`src/ppu_defines.svh`:
```
`ifndef PPU_DEFINES_SVH
`define PPU_DEFINES_SVH

// Line and frame timing, in dots
`define PPU_LINE_CYCLES 456
`define PPU_OAM_CYCLES 80
`define PPU_FRAME_LINES 154

// Visible area
`define PPU_SCREEN_W 160
`define PPU_SCREEN_H 144

// MMIO register map
`define PPU_ADDR_LCDC 16'hFF40
`define PPU_ADDR_STAT 16'hFF41
`define PPU_ADDR_SCY 16'hFF42
`define PPU_ADDR_SCX 16'hFF43
`define PPU_ADDR_LY 16'hFF44
`define PPU_ADDR_LYC 16'hFF45
`define PPU_ADDR_BGP 16'hFF47

`define PPU_MAP_BASE 16'h9800     // Map 1 sits 0x400 above
`define PPU_TILE_BASE_LO 16'h8000 // Unsigned tile numbers
`define PPU_TILE_BASE_HI 16'h9000 // Signed tile numbers

`endif
```
`src/logic/ppu_pkg.sv`:
```
`default_nettype none

package ppu_pkg;

    // Encoding matches the STAT mode field
    typedef enum logic [1:0] {
        HBLANK = 2'd0,
        VBLANK = 2'd1,
        OAM    = 2'd2,
        RENDER = 2'd3
    } ppu_mode_t;

    typedef struct packed {
        logic lcd_on;   // Bit 7
        logic win_map;
        logic win_on;
        logic tile_sel; // 1 selects 8000 unsigned
        logic bg_map;   // 1 selects map 1
        logic obj_size;
        logic obj_on;
        logic bg_on;    // Bit 0
    } lcdc_t;

    // STAT bits 6 down to 3
    typedef struct packed {
        logic lyc_en;
        logic oam_en;
        logic vblank_en;
        logic hblank_en;
    } stat_en_t;

    typedef logic [1:0] shade_t;

endpackage

`default_nettype wire

```
`src/logic/tile_row_if.sv`:
```
`default_nettype none

// One tile row per row_load pulse, leftmost pixel in bit 7
interface tile_row_if;

    logic [7:0] row_lo;
    logic [7:0] row_hi;
    logic row_load;
    logic row_free; // A buffer is empty

    modport fetcher (output row_lo, output row_hi, output row_load, input row_free);
    modport shifter (input row_lo, input row_hi, input row_load, output row_free);

endinterface

`default_nettype wire

```
`src/logic/ppu_cfg_if.sv`:
```
`default_nettype none

// Live display configuration from the register file
interface ppu_cfg_if;

    ppu_pkg::lcdc_t lcdc;
    logic [7:0] scx;
    logic [7:0] scy;
    logic [7:0] bgp;

    modport regs (output lcdc, output scx, output scy, output bgp);
    modport timing (input lcdc);
    modport fetcher (input lcdc, input scx, input scy);
    modport shifter (input scx, input bgp);

endinterface

`default_nettype wire

```
`src/logic/ppu_top.sv`:
```
`default_nettype none

module ppu_top (
    input  logic clk,
    input  logic rst,
    input  logic [15:0] addr,
    input  logic wr,
    input  logic [7:0] wdata,
    output logic [7:0] rdata,
    output logic irq_vblank,
    output logic irq_lcdc,
    output ppu_pkg::ppu_mode_t mode,
    output logic vram_rd,
    output logic [15:0] vram_addr,
    input  logic [7:0] vram_data,
    output ppu_pkg::shade_t px_out,
    output logic px_valid
);

    logic rendering;
    logic line_done;
    logic [7:0] ly;

    ppu_cfg_if u_cfg ();
    tile_row_if u_row ();

    ppu_regs u_regs (
        .clk      (clk),
        .rst      (rst),
        .addr     (addr),
        .wr       (wr),
        .wdata    (wdata),
        .ly       (ly),
        .mode     (mode),
        .rdata    (rdata),
        .irq_lcdc (irq_lcdc),
        .cfg      (u_cfg.regs)
    );

    ppu_timing u_timing (
        .clk        (clk),
        .rst        (rst),
        .line_done  (line_done),
        .rendering  (rendering),
        .ly         (ly),
        .mode       (mode),
        .irq_vblank (irq_vblank),
        .cfg        (u_cfg.timing)
    );

    // VRAM side of the background path
    bg_fetcher u_fetcher (
        .clk       (clk),
        .rst       (rst),
        .rendering (rendering),
        .ly        (ly),
        .vram_data (vram_data),
        .vram_rd   (vram_rd),
        .vram_addr (vram_addr),
        .cfg       (u_cfg.fetcher),
        .row       (u_row.fetcher)
    );

    pixel_shifter u_shifter (
        .clk       (clk),
        .rst       (rst),
        .rendering (rendering),
        .px_out    (px_out),
        .px_valid  (px_valid),
        .line_done (line_done),
        .cfg       (u_cfg.shifter),
        .row       (u_row.shifter)
    );

endmodule

`default_nettype wire

```
`src/logic/pixel_shifter.sv`:
```
`default_nettype none

`include "ppu_defines.svh"

module pixel_shifter (
    input  logic clk,
    input  logic rst,
    input  logic rendering,
    output ppu_pkg::shade_t px_out,
    output logic px_valid,
    output logic line_done,
    ppu_cfg_if.shifter cfg,
    tile_row_if.shifter row
);

    logic [15:0] buf_a; // {hi, lo}
    logic [15:0] buf_b;
    logic valid_a;
    logic valid_b;
    logic sel;          // Selected buffer shifts, the other loads
    logic [2:0] shift_cnt;
    logic [2:0] skip;   // Fine scroll left to drop
    logic [7:0] px_cnt;
    logic [15:0] cur;
    logic shift_en;
    ppu_pkg::shade_t color_idx;

    function automatic logic [15:0] shift_row(input logic [15:0] r);
        return {r[14:8], 1'b0, r[6:0], 1'b0};
    endfunction

    assign cur = sel ? buf_b : buf_a;
    assign shift_en = rendering && (sel ? valid_b : valid_a);
    assign color_idx = {cur[15], cur[7]};

    assign px_valid = shift_en && (skip == 3'd0);
    assign px_out = {cfg.bgp[{color_idx, 1'b1}], cfg.bgp[{color_idx, 1'b0}]};
    assign line_done = px_valid && (px_cnt == 8'(`PPU_SCREEN_W - 1));
    assign row.row_free = !valid_a || !valid_b;

    always_ff @(posedge clk)
    begin
        if (row.row_load && sel)
            buf_a <= {row.row_hi, row.row_lo};
        else if (shift_en && !sel)
            buf_a <= shift_row(buf_a);

        if (row.row_load && !sel)
            buf_b <= {row.row_hi, row.row_lo};
        else if (shift_en && sel)
            buf_b <= shift_row(buf_b);
    end

    always_ff @(posedge clk)
    begin
        if (rst || !rendering)
        begin
            valid_a <= 1'b0;
            valid_b <= 1'b0;
            sel <= 1'b0;
            shift_cnt <= 3'd0;
            skip <= cfg.scx[2:0];
            px_cnt <= 8'd0;
        end
        else
        begin
            if (row.row_load)
            begin
                if (sel)
                    valid_a <= 1'b1;
                else
                    valid_b <= 1'b1;
                // Both empty, make the new row the shifting one
                if (!valid_a && !valid_b)
                    sel <= !sel;
            end
            if (shift_en)
            begin
                shift_cnt <= shift_cnt + 3'd1;
                if (skip != 3'd0)
                    skip <= skip - 3'd1;
                else
                    px_cnt <= px_cnt + 8'd1;
                if (shift_cnt == 3'd7) // Last pixel of this row
                begin
                    if (sel)
                        valid_b <= 1'b0;
                    else
                        valid_a <= 1'b0;
                    sel <= !sel;
                end
            end
        end
    end

endmodule

`default_nettype wire

```
`src/logic/bg_fetcher.sv`:
```
`default_nettype none

`include "ppu_defines.svh"

module bg_fetcher (
    input  logic clk,
    input  logic rst,
    input  logic rendering,
    input  logic [7:0] ly,
    input  logic [7:0] vram_data,
    output logic vram_rd,
    output logic [15:0] vram_addr,
    ppu_cfg_if.fetcher cfg,
    tile_row_if.fetcher row
);

    logic [1:0] phase;    // 0 map byte, 1 low byte, 2 high byte
    logic [4:0] col;      // Tile column in the map
    logic [7:0] tile_num;
    logic [7:0] y;        // Background line
    logic start;
    logic [15:0] map_addr;
    logic [15:0] tile_base;

    assign y = ly + cfg.scy;

    // No new tile while a load is in flight, row_free is stale then
    assign start = rendering && row.row_free && !row.row_load && (phase == 2'd0);
    assign vram_rd = start || (rendering && phase != 2'd0);

    assign map_addr = `PPU_MAP_BASE + {5'b0, cfg.lcdc.bg_map, y[7:3], col};

    // Signed numbers reach down to 8800
    assign tile_base = cfg.lcdc.tile_sel
                     ? `PPU_TILE_BASE_LO + {4'b0, tile_num, 4'b0}
                     : `PPU_TILE_BASE_HI + {{4{tile_num[7]}}, tile_num, 4'b0};

    always_comb
    begin
        case (phase)
            2'd1:    vram_addr = tile_base | {12'b0, y[2:0], 1'b0};
            2'd2:    vram_addr = tile_base | {12'b0, y[2:0], 1'b1};
            default: vram_addr = map_addr;
        endcase
    end

    always_ff @(posedge clk)
    begin
        if (rst || !rendering)
        begin
            phase <= 2'd0;
            col <= cfg.scx[7:3]; // First column of the next line
            row.row_load <= 1'b0;
        end
        else
        begin
            row.row_load <= 1'b0;
            case (phase)
                2'd0: if (start) phase <= 2'd1;
                2'd1: phase <= 2'd2;
                default:
                begin
                    phase <= 2'd0;
                    row.row_load <= 1'b1;
                    col <= col + 5'd1; // Wraps at 32
                end
            endcase
        end
    end

    // Read data capture
    always_ff @(posedge clk)
    begin
        if (vram_rd)
        begin
            case (phase)
                2'd0:    tile_num <= vram_data;
                2'd1:    row.row_lo <= vram_data;
                default: row.row_hi <= vram_data;
            endcase
        end
    end

endmodule

`default_nettype wire

```
`src/logic/ppu_timing.sv`:
```
`default_nettype none

`include "ppu_defines.svh"

module ppu_timing (
    input  logic clk,
    input  logic rst,
    input  logic line_done,
    output logic rendering,
    output logic [7:0] ly,
    output ppu_pkg::ppu_mode_t mode,
    output logic irq_vblank,
    ppu_cfg_if.timing cfg
);

    logic [8:0] dot;
    ppu_pkg::ppu_mode_t state;
    logic last_dot;

    assign last_dot = (dot == 9'(`PPU_LINE_CYCLES - 1));

    // State waits in OAM while off, so line 0 starts right away
    assign mode = cfg.lcdc.lcd_on ? state : ppu_pkg::HBLANK;
    assign rendering = (mode == ppu_pkg::RENDER);

    always_ff @(posedge clk)
    begin
        if (rst || !cfg.lcdc.lcd_on)
        begin
            dot <= 9'd0;
            ly <= 8'd0;
            state <= ppu_pkg::OAM;
            irq_vblank <= 1'b0;
        end
        else
        begin
            irq_vblank <= 1'b0;
            dot <= last_dot ? 9'd0 : dot + 9'd1;

            case (state)
                ppu_pkg::OAM:
                begin
                    if (dot == 9'(`PPU_OAM_CYCLES - 1))
                        state <= ppu_pkg::RENDER;
                end
                ppu_pkg::RENDER:
                begin
                    if (line_done)
                        state <= ppu_pkg::HBLANK; // Length set by the pixel stream
                end
                default: ;
            endcase

            // End of line
            if (last_dot)
            begin
                if (ly == 8'(`PPU_FRAME_LINES - 1))
                begin
                    ly <= 8'd0;
                    state <= ppu_pkg::OAM;
                end
                else
                begin
                    ly <= ly + 8'd1;
                    if (ly == 8'(`PPU_SCREEN_H - 1))
                    begin
                        state <= ppu_pkg::VBLANK;
                        irq_vblank <= 1'b1; // High while LY first reads 144
                    end
                    else if (ly < 8'(`PPU_SCREEN_H - 1))
                        state <= ppu_pkg::OAM;
                end
            end
        end
    end

endmodule

`default_nettype wire

```
`src/logic/ppu_regs.sv`:
```
`default_nettype none

`include "ppu_defines.svh"

module ppu_regs (
    input  logic clk,
    input  logic rst,
    input  logic [15:0] addr,
    input  logic wr,
    input  logic [7:0] wdata,
    input  logic [7:0] ly,
    input  ppu_pkg::ppu_mode_t mode,
    output logic [7:0] rdata,
    output logic irq_lcdc,
    ppu_cfg_if.regs cfg
);

    ppu_pkg::lcdc_t lcdc;
    ppu_pkg::stat_en_t stat_en;
    logic [7:0] scy;
    logic [7:0] scx;
    logic [7:0] lyc;
    logic [7:0] bgp;
    logic lyc_match;
    logic stat_cond;
    logic stat_q; // Condition one cycle ago

    assign cfg.lcdc = lcdc;
    assign cfg.scx = scx;
    assign cfg.scy = scy;
    assign cfg.bgp = bgp;

    assign lyc_match = (ly == lyc);

    // Combined STAT source, all off while the LCD is off
    assign stat_cond = lcdc.lcd_on &&
                       ((stat_en.lyc_en && lyc_match) ||
                        (stat_en.hblank_en && mode == ppu_pkg::HBLANK) ||
                        (stat_en.oam_en && mode == ppu_pkg::OAM) ||
                        (stat_en.vblank_en && mode == ppu_pkg::VBLANK));

    assign irq_lcdc = stat_cond && !stat_q; // Rising edge only

    always_ff @(posedge clk)
    begin
        if (rst)
        begin
            lcdc <= '0;
            stat_en <= '0;
            scy <= 8'h00;
            scx <= 8'h00;
            lyc <= 8'h00;
            bgp <= 8'h00;
            stat_q <= 1'b0;
        end
        else
        begin
            stat_q <= stat_cond;
            if (wr)
            begin
                case (addr)
                    `PPU_ADDR_LCDC: lcdc <= ppu_pkg::lcdc_t'(wdata);
                    `PPU_ADDR_STAT: stat_en <= ppu_pkg::stat_en_t'(wdata[6:3]); // Low bits read-only
                    `PPU_ADDR_SCY:  scy <= wdata;
                    `PPU_ADDR_SCX:  scx <= wdata;
                    `PPU_ADDR_LYC:  lyc <= wdata;
                    `PPU_ADDR_BGP:  bgp <= wdata;
                    default: ;
                endcase
            end
        end
    end

    always_comb
    begin
        case (addr)
            `PPU_ADDR_LCDC: rdata = lcdc;
            `PPU_ADDR_STAT: rdata = {1'b1, stat_en, lyc_match, mode};
            `PPU_ADDR_SCY:  rdata = scy;
            `PPU_ADDR_SCX:  rdata = scx;
            `PPU_ADDR_LY:   rdata = ly;
            `PPU_ADDR_LYC:  rdata = lyc;
            `PPU_ADDR_BGP:  rdata = bgp;
            default:        rdata = 8'hFF;
        endcase
    end

endmodule

`default_nettype wire

```
`config.mk`:
```
export PLATFORM = sky130hd
export DESIGN_NAME = ppu_top
export DESIGN_NICKNAME = d
export VERILOG_FILES = /design/src/logic/ppu_pkg.sv /design/src/logic/tile_row_if.sv /design/src/logic/ppu_cfg_if.sv /design/src/logic/ppu_top.sv /design/src/logic/pixel_shifter.sv /design/src/logic/bg_fetcher.sv /design/src/logic/ppu_timing.sv /design/src/logic/ppu_regs.sv
export VERILOG_INCLUDE_DIRS = /design/src
export SDC_FILE = /design/constraint.sdc
export NUM_CORES = 1
export LEC_CHECK = 0
export BUFFER_PORTS_ARGS = -buffer_cell sky130_fd_sc_hd__buf_2
export CORE_ASPECT_RATIO = 1.1
export CORE_MARGIN = 2
export CORE_UTILIZATION = 52
export DETAILED_ROUTE_END_ITERATION = 8
export PLACE_DENSITY = 0.71
export SYNTH_ARGS = -nofsm -noshare
export SYNTH_HDL_FRONTEND = slang
export SYNTH_SLANG_ARGS = --single-unit
export TNS_END_PERCENT = 30
```
`constraint.sdc`:
```
create_clock -name clk -period 3.2 [get_ports clk]
set_input_delay 0.48 -clock clk [delete_from_list [all_inputs] [get_ports clk]]
set_output_delay 0.48 -clock clk [all_outputs]
set_load 0.03 [all_outputs]
```
==> results of run 1 <==
==> path summary, 6_finish.rpt <==
| kind | start | depth (start not counted) | slack [ns] | end |
|---|---|---|---|---|
| max | u_timing.ly[0]$_SDFFE_PP0N_ | 8 | 0.26 | vram_addr[8] |
| min | vram_data[4] | 1 | 0.25 | u_fetcher.tile_num[4]$_DFFE_PP_ |
| max reg2reg | u_regs.cfg.lcdc[7]$_SDFFE_PP0P_ | 3 | 1.00 | u_shifter.buf_a[15]$_DFFE_PP_ |
| min reg2reg | u_timing.dot[0]$_SDFF_PP0_ | 1 | 0.45 | u_timing.dot[0]$_SDFF_PP0_ |
==> cells in the mapped netlist (7+ instances only) <==
| cell type | count | area share |
|---|---|---|
| sky130_fd_sc_hd__a21oi_1 | 16 | 0.011 |
| sky130_fd_sc_hd__and3_1 | 12 | 0.011 |
| sky130_fd_sc_hd__clkbuf_1 | 29 | 0.015 |
| sky130_fd_sc_hd__dfxtp_1 | 82 | 0.23 |
| sky130_fd_sc_hd__edfxtp_1 | 64 | 0.27 |
| sky130_fd_sc_hd__ha_1 | 19 | 0.034 |
| sky130_fd_sc_hd__inv_1 | 16 | 0.0085 |
| sky130_fd_sc_hd__mux2_2 | 31 | 0.049 |
| sky130_fd_sc_hd__mux2i_1 | 60 | 0.085 |
| sky130_fd_sc_hd__nand2_1 | 50 | 0.027 |
| sky130_fd_sc_hd__nand3_1 | 11 | 0.0078 |
| sky130_fd_sc_hd__nand4_1 | 12 | 0.011 |
| sky130_fd_sc_hd__nor2_1 | 91 | 0.048 |
| sky130_fd_sc_hd__nor2b_1 | 8 | 0.0071 |
| sky130_fd_sc_hd__nor3_1 | 8 | 0.0057 |
| sky130_fd_sc_hd__nor3b_1 | 7 | 0.0074 |
| sky130_fd_sc_hd__o21ai_0 | 34 | 0.024 |
| sky130_fd_sc_hd__xnor2_1 | 26 | 0.032 |
| sky130_fd_sc_hd__xor2_1 | 13 | 0.016 |
==> flip-flops by register name, summed over array words and instances, names as in the netlist, 2 cells and up <==
| name | cells |
|---|---|
| u_fetcher.col | 5 |
| u_fetcher.phase | 2 |
| u_fetcher.row.row_hi | 8 |
| u_fetcher.row.row_lo | 8 |
| u_fetcher.tile_num | 8 |
| u_regs.cfg.bgp | 8 |
| u_regs.cfg.lcdc | 8 |
| u_regs.cfg.scx | 8 |
| u_regs.cfg.scy | 8 |
| u_regs.lyc | 8 |
| u_regs.stat_en | 4 |
| u_shifter.buf_a | 16 |
| u_shifter.buf_b | 16 |
| u_shifter.px_cnt | 8 |
| u_shifter.shift_cnt | 3 |
| u_shifter.skip | 3 |
| u_timing.dot | 9 |
| u_timing.ly | 8 |
| u_timing.state | 2 |
==> cell type report <==
cell class	count	area [um^2]	share of cell area
sequential	146	3560	0.437
multi-input combinational	468	3290	0.404
clock buffer	18	429	0.0526
timing repair buffer	75	405	0.0497
tap	184	230	0.0282
clock inverter	14	169	0.0207
inverter	16	60.1	0.00737
==> timing repair <==
action,CTS,global route
setup endpoints to repair,0,1
hold endpoints to repair,0,0
resized for setup,0,1
==> placed cells by master, fill, tap and decap left out, types with 8 or more instances in the layout <==
| master | synthesis | final |
|---|---|---|
| sky130_fd_sc_hd__a21oi_1 | 16 | 16 |
| sky130_fd_sc_hd__and3_1 | 12 | 12 |
| sky130_fd_sc_hd__buf_2 | 0 | 63 |
| sky130_fd_sc_hd__buf_4 | 3 | 12 |
| sky130_fd_sc_hd__clkbuf_16 | 0 | 17 |
| sky130_fd_sc_hd__dfxtp_1 | 82 | 81 |
| sky130_fd_sc_hd__edfxtp_1 | 64 | 64 |
| sky130_fd_sc_hd__ha_1 | 19 | 19 |
| sky130_fd_sc_hd__inv_1 | 16 | 16 |
| sky130_fd_sc_hd__mux2_2 | 31 | 31 |
| sky130_fd_sc_hd__mux2i_1 | 60 | 60 |
| sky130_fd_sc_hd__nand2_1 | 50 | 50 |
| sky130_fd_sc_hd__nand3_1 | 11 | 11 |
| sky130_fd_sc_hd__nand4_1 | 12 | 12 |
| sky130_fd_sc_hd__nor2_1 | 91 | 91 |
| sky130_fd_sc_hd__nor2b_1 | 8 | 8 |
| sky130_fd_sc_hd__nor3_1 | 8 | 8 |
| sky130_fd_sc_hd__o21ai_0 | 34 | 33 |
| sky130_fd_sc_hd__xnor2_1 | 26 | 26 |
| sky130_fd_sc_hd__xor2_1 | 13 | 13 |
==> cells by family after synthesis <==
family                     Yosys count  synth area share
muxes                               96             0.150
and+or+nand+nor                    227             0.158
other                                2           0.00106
adders and majority gates           20            0.0365
AOI/OAI and AO/OA                   83            0.0712
buffers and inverters               53            0.0310
DFF                                146             0.504
xor gates and xnor gates            39            0.0483
==> power groups by stage <==
stage / Clock [mW] / Combinational, mW / Sequential, mW
6_report: 2.03 / 0.0937 / 1.93
5_1_grt: 2.13 / 0.100 / 1.93
3_3_place_gp: 0 / 0.0914 / 1.97
3_5_place_dp: 0 / 0.0920 / 1.97
2_1_floorplan: 0 / 0.0511 / 1.97
4_1_cts: 2.05 / 0.0927 / 1.93
==> worst register-to-register path, stage by stage, from the launching register on <==
cell                      delay [ns]
sky130_fd_sc_hd__dfxtp_1        0.60
sky130_fd_sc_hd__and3_1         0.37
sky130_fd_sc_hd__nand2_1        0.11
sky130_fd_sc_hd__o21ai_2        0.74
==> per-layer routing <==
layer  wire length, um  vias to the layer above  GRT usage
li1                  -                     2479          -
met5                 0                        -          0
met2              8290                      143      0.388
met3               832                       35     0.0606
met1              7190                     2546      0.309
met4               464                        0     0.0943
==> through the flow <==
step	cells	power (mW)	utilization	setup slack (ns)	instance area, um^2
final	921	4.05	0.614	0.262	8150
after global routing	921	4.16	0.614	0.0762	8150
after CTS	921	4.07	0.614	0.157	8150
after detailed placement	889	2.07	0.569	0.335	7550
after global placement	889	2.07	0.569	0.375	7550
after floorplan	667	2.03	-	0.150	7070
==> impl_summary.log, run 1 <==
INFO  metric clock_skew = roughly 0.010 ns
INFO  metric crit_chain = ha_1 -> fa_1 -> a21oi_1 -> o21ai_0 -> a21oi_1 -> xor2_1 -> o21ai_0 -> buf_2
INFO  metric route.detailed.vias_per_inst = 5.65
INFO  metric rows = between 40 and 50
INFO  metric slowest_stage_delay_on_critical_path = 0.41 ns
INFO  metric sw_frac_of_total = 0.226
INFO  metric globalplace.congestion = 0.922
INFO  metric critPathArrivalTime = between 2 and 2.5 ns
INFO  metric final.min_clock_period = 2.94 ns
INFO  metric clock_path_buffers = 2
INFO  metric die_area = 14,500 um^2
INFO  metric fillerInstances = 1,049
INFO  metric final_layout_size_suffix_gt1_frac = 0.208
INFO  metric timing.critical_path.buf_inv = 1
INFO  metric via_count = 5,203
INFO  metric cts_num_sinks = 146
INFO  metric synth.yosys.warnings = 0
INFO  metric yosys_most_used_dff = sky130_fd_sc_hd__dfxtp_1
INFO  metric drv_cap = 0
INFO  metric cp_required = approximately 2.7 ns
INFO  metric critPathTopFamily = adder cells
INFO  metric numPortBuffers = 63
INFO  metric hpwl = 11,800 um
INFO  metric via_count_of_the_first_global_routing_pass = 5,067
INFO  metric timing_max_transition_violations_final = 0
INFO  metric synth_cell_area = a little over 7000 um^2
INFO  metric hold_slack = roughly 0.25 ns
INFO  metric async_flop_share = 0
INFO  metric p_leak = ~3.0 nW
INFO  metric run_status = finished, final reports clean
INFO  metric nets = 779
INFO  metric seq_power_share = 0.477
INFO  metric total_switching_power = approximately 900 uW
INFO  metric top_level_ports = 67
INFO  metric globalRouteTotalUtil = 0.240
INFO  metric vdd_drop_max = 398 uV
INFO  metric clkPwrFrac = 0.500
INFO  metric root_driver = sky130_fd_sc_hd__clkbuf_16
INFO  metric area_delta_synth_final = 15.3%
INFO  metric setup_viol = 0
INFO  metric drt_iter0_markers = 393
INFO  metric post-route-period-util = 0.918
INFO  metric setup_repair_after_global_routing_missed_its_margin = false
INFO  metric diodes = 0
INFO  metric clock.fmax = 340 MHz
INFO  metric synth-seq-area-share = 0.504
INFO  metric critical_path_start_type = flip-flop
INFO  metric clk_latency = 0.44 ns
INFO  metric count_of_flip_flops_with_a_built_in_enable_after_synthesis = 64
INFO  metric power_density = 497 nW/um^2
INFO  metric crit_path_end_kind = primary output
INFO  metric cellInternalPower = ~3.1 mW
INFO  metric synth_area_per_cell = 10.6 um^2
INFO  metric cts_tree = built
INFO  metric grt_pass1_wl = 26,400 um
INFO  metric cpMaxStageDelayCell = sky130_fd_sc_hd__fa_1
INFO  metric cts.htree.levels = 4
INFO  metric drt-wirelength-per-cell = 18.2 um
INFO  metric post-cts-setup-buffer-count = 0
INFO  metric relSlewSlack = 0.373
INFO  metric total_overflow_reported_by_the_global_router = 0
INFO  metric clk_pin_slew_worst_paths = 0.06 ns
INFO  metric critPathKind = reg2out
INFO  metric yosys.cell_types.count = 55
INFO  metric placeableCoreArea = 13,300 um^2
INFO  metric number_of_antenna_violations_at_the_first_check_in_global_routing = 0
INFO  metric power.share.combinational = 0.023
INFO  metric final.setup.tns = 0 ns
INFO  metric drc = 0
INFO  metric die_w = 115 um
INFO  metric routed_wirelength = 16,800 um
INFO  metric cts-buffers-inserted = 17
INFO  metric grt_start_max_net_pins = 48
INFO  metric drt_first_pass_iters = 5
INFO  metric holdBufCountCts = 0
INFO  metric post_synth_inst_count = 666
INFO  metric floorplan.initialDensity = 0.533
INFO  metric antenna_violating_nets_post_route = 0
INFO  metric ys_ff_latch = 146
INFO  metric finalHoldViolCount = 0
INFO  metric min_path_type = in2reg
INFO  metric die_height = 126 um
INFO  metric tightestPinTransition = 0.941 ns
INFO  metric critPathMaxFanout = 3
No activity file was read; power rests on OpenSTA's default activity.
==> inputs of run 2 (changes only) <==
==> constraint.sdc (replaced) <==
create_clock -name clk -period 3.2 [get_ports clk]
set_input_delay 0.32 -clock clk [delete_from_list [all_inputs] [get_ports clk]]
set_output_delay 0.32 -clock clk [all_outputs]
set_load 0.03 [all_outputs]
==> impl_summary.log, run 2 (synthesis results as in run 1) <==
INFO  metric min_path_type = in2reg
INFO  metric run_status = finished, final reports clean
INFO  metric crit_chain = ha_1 -> a211oi_1 -> o21bai_1 -> a21oi_1 -> xor2_1 -> o21ai_0 -> buf_2
INFO  metric clk_latency = 0.43 ns (about the same)
INFO  metric die_height = 126 um (unchanged)
INFO  metric numPortBuffers = 63 (unchanged)
INFO  metric cpMaxStageDelayCell = sky130_fd_sc_hd__dfxtp_1
INFO  metric clk_pin_slew_worst_paths = 0.07 ns (about the same)
INFO  metric rows = 44 (unchanged)
INFO  metric drt_first_pass_iters = 4 (-1)
INFO  metric multiInputGateArea = 3290 um^2 (unchanged)
INFO  metric cp_required = 2.88 ns (+0.16 ns)
INFO  metric worstRegToRegCells = 3 (unchanged)
INFO  metric slowest_stage_delay_on_critical_path = 0.58 ns (+0.17 ns)
INFO  metric cts_resized = 0 (unchanged)
INFO  metric total_overflow_reported_by_the_global_router = 0 (unchanged)
INFO  metric timing.critical_path.buf_inv = 1 (unchanged)
INFO  metric grt_start_max_net_pins = 48 (unchanged)
INFO  metric final_cell_mix = 91 x sky130_fd_sc_hd__nor2_1, 82 x sky130_fd_sc_hd__dfxtp_1, 64 x sky130_fd_sc_hd__edfxtp_1
INFO  metric critical_path_start_type = flip-flop
INFO  metric vdd_drop_max = 379 uV (-4.8%)
INFO  metric cts_num_sinks = 146 (unchanged)
INFO  metric antenna_violating_nets_post_route = 0 (unchanged)
INFO  metric grt_pass1_wl = 25,900 um (-1.8%)
INFO  metric drt-wirelength-per-cell = 17.8 um (-2.4%)
INFO  metric critPathKind = reg2out
INFO  metric fillerInstances = 1,091 (+4.0%)
INFO  metric relSlewSlack = 0.398 (+0.0256)
INFO  metric root_driver = sky130_fd_sc_hd__clkbuf_16
INFO  metric via_count_of_the_first_global_routing_pass = 5,126 (+1.2%)
INFO  metric area_delta_synth_final = 14.6%
INFO  metric via_count = 5,105 (-1.9%)
INFO  metric final_layout_size_suffix_gt1_frac = 0.203 (-0.00460)
INFO  metric number_of_antenna_violations_at_the_first_check_in_global_routing = 0 (unchanged)
INFO  metric die_area = 14,500 um^2 (unchanged)
INFO  metric critPathTopFamily = compound AO/OA/AOI/OAI gates
INFO  metric crit_path_end_kind = primary output
INFO  metric rrSetupSlack = 1.09 ns (+0.09 ns)
INFO  metric final.setup.tns = 0 ns (unchanged)
INFO  metric clock_path_buffers = 2 (unchanged)
INFO  metric post-route-period-util = 0.888 (-0.0297)
INFO  metric top_level_ports = 67 (unchanged)
INFO  metric clock_skew = 0.00777 ns (-0.00218 ns)
INFO  metric critPathMaxFanout = 8 (+5)
INFO  metric floorplan.initialDensity = 0.533 (unchanged)
INFO  metric holdBufCountCts = 0 (unchanged)
INFO  metric final.min_clock_period = 2.84 ns (-0.0950 ns)
INFO  metric min_to = u_fetcher.tile_num[4]$_DFFE_PP_
INFO  metric cts_tree = built
INFO  metric setup_viol = 0 (unchanged)
INFO  metric diodes = 0 (unchanged)
INFO  metric holdPathStages = 1 (unchanged)
INFO  metric drv_cap = 0 (unchanged)
INFO  metric tightestPinTransition = 0.902 ns (-0.0384 ns)
INFO  metric critical_path.reg2reg.startpoint = u_regs.cfg.lcdc[7]$_SDFFE_PP0P_
INFO  metric hpwl = 11,700 um (-1.3%)
INFO  metric mostFrequentLayoutCell = sky130_fd_sc_hd__nor2_1
INFO  metric globalRouteTotalUtil = 0.236 (-0.00376)
INFO  metric post-cts-setup-buffer-count = 0 (unchanged)
INFO  metric seqCellArea = 3560 um^2 (about the same)
INFO  metric largest_registers = u_shifter.buf_a (16), u_shifter.buf_b (16), u_timing.dot (9)
INFO  metric p_leak = 2.93 nW (-1.0%)
INFO  metric worst-path-stages = 7 (-1)
INFO  metric postLayoutCoreUtil = 0.611 (-0.00368)
INFO  metric critical_path.startpoint = u_timing.ly[1]$_SDFFE_PP0N_
INFO  metric routed_wirelength = 16,300 um (-2.8%)
INFO  metric nets = 776 (-0.39%)
INFO  metric timing_max_transition_violations_final = 0 (unchanged)
INFO  metric die_w = 115 um (unchanged)
INFO  metric finalHoldViolCount = 0 (unchanged)
INFO  metric globalplace.congestion = 0.941 (+2.0%)
INFO  metric route.detailed.vias_per_inst = 5.56 (-1.6%)
INFO  metric cts-buffers-inserted = 17 (unchanged)
INFO  metric hold_path_startpoint = vram_data[4]
INFO  metric critPathArrivalTime = 2.52 ns (+0.06 ns)
INFO  metric clock.fmax = 352 MHz (+3.3%)
INFO  metric power_density = 489 nW/um^2 (-1.5%)
INFO  metric placeableCoreArea = 13,300 um^2 (unchanged)
INFO  metric drc = 0 (unchanged)
INFO  metric cts.htree.levels = 4 (unchanged)
INFO  metric rr_endpoint = u_shifter.buf_a[7]$_DFFE_PP_
INFO  metric drt_iter0_markers = 329 (-16%)
INFO  metric setup_repair_after_global_routing_missed_its_margin = false
==> run 2: cell count changes in the layout (fill, tap and decap cells not counted) <==
cell,change
sky130_fd_sc_hd__clkinv_4,-1
sky130_fd_sc_hd__dfxtp_1,+1
sky130_fd_sc_hd__clkinvlp_2,+1
sky130_fd_sc_hd__bufinv_16,-1
sky130_fd_sc_hd__inv_6,+1
sky130_fd_sc_hd__dfxtp_2,-1
sky130_fd_sc_hd__buf_4,-3
==> run 2: power by group <==
| group | switching, mW | internal [mW] |
|---|---|---|
| Clock | 0.842 | 1.10 |
| Sequential | 0.00000545 | 1.93 |
| Combinational | 0.0649 | 0.0296 |
==> run 2: per-stage QoR <==
stage | setup slack (ns) | cells | hold slack [ns] | instance area [um^2] | power [mW]
finish | 0.357 | 918 | 0.0932 | 8100 | 3.97
global route | 0.109 | 918 | 0.0825 | 8100 | 4.08
CTS | 0.345 | 918 | 0.0807 | 8100 | 3.99
detailed placement | 0.485 | 886 | 0.458 | 7530 | 2.07
global placement | 0.543 | 886 | 0.432 | 7530 | 2.07
floorplan | 0.470 | 667 | 0.418 | 7070 | 2.03
==> run 2: layout make-up <==
cell class              count  area share
clock inverters            14      0.0178
multi-input cells         468       0.406
inverters                  16     0.00741
flip-flops and latches    146       0.440
clock buffers              18      0.0530
well taps                 184      0.0284
repair buffers             72      0.0473
==> run 2: worst max-delay path by stage <==
stage	slack, ns	endpoint
after CTS	0.34	vram_addr[2]
after floorplan	0.47	rdata[7]
after detailed placement	0.49	u_regs.cfg.scx[5]$_SDFFE_PP0P_
final	0.36	vram_addr[7]
after global placement	0.54	u_regs.cfg.scx[1]$_SDFFE_PP0P_
after global routing	0.11	vram_addr[9]
==> run 2: metal layers <==
| layer | global-route usage | vias up | part of all wire |
|---|---|---|---|
| met2 | 0.390 | 151 | 0.50 |
| met5 | 0 | - | 0 |
| met3 | 0.0640 | 23 | 0.057 |
| li1 | - | 2474 | - |
| met1 | 0.296 | 2457 | 0.42 |
| met4 | 0.0872 | 0 | 0.021 |
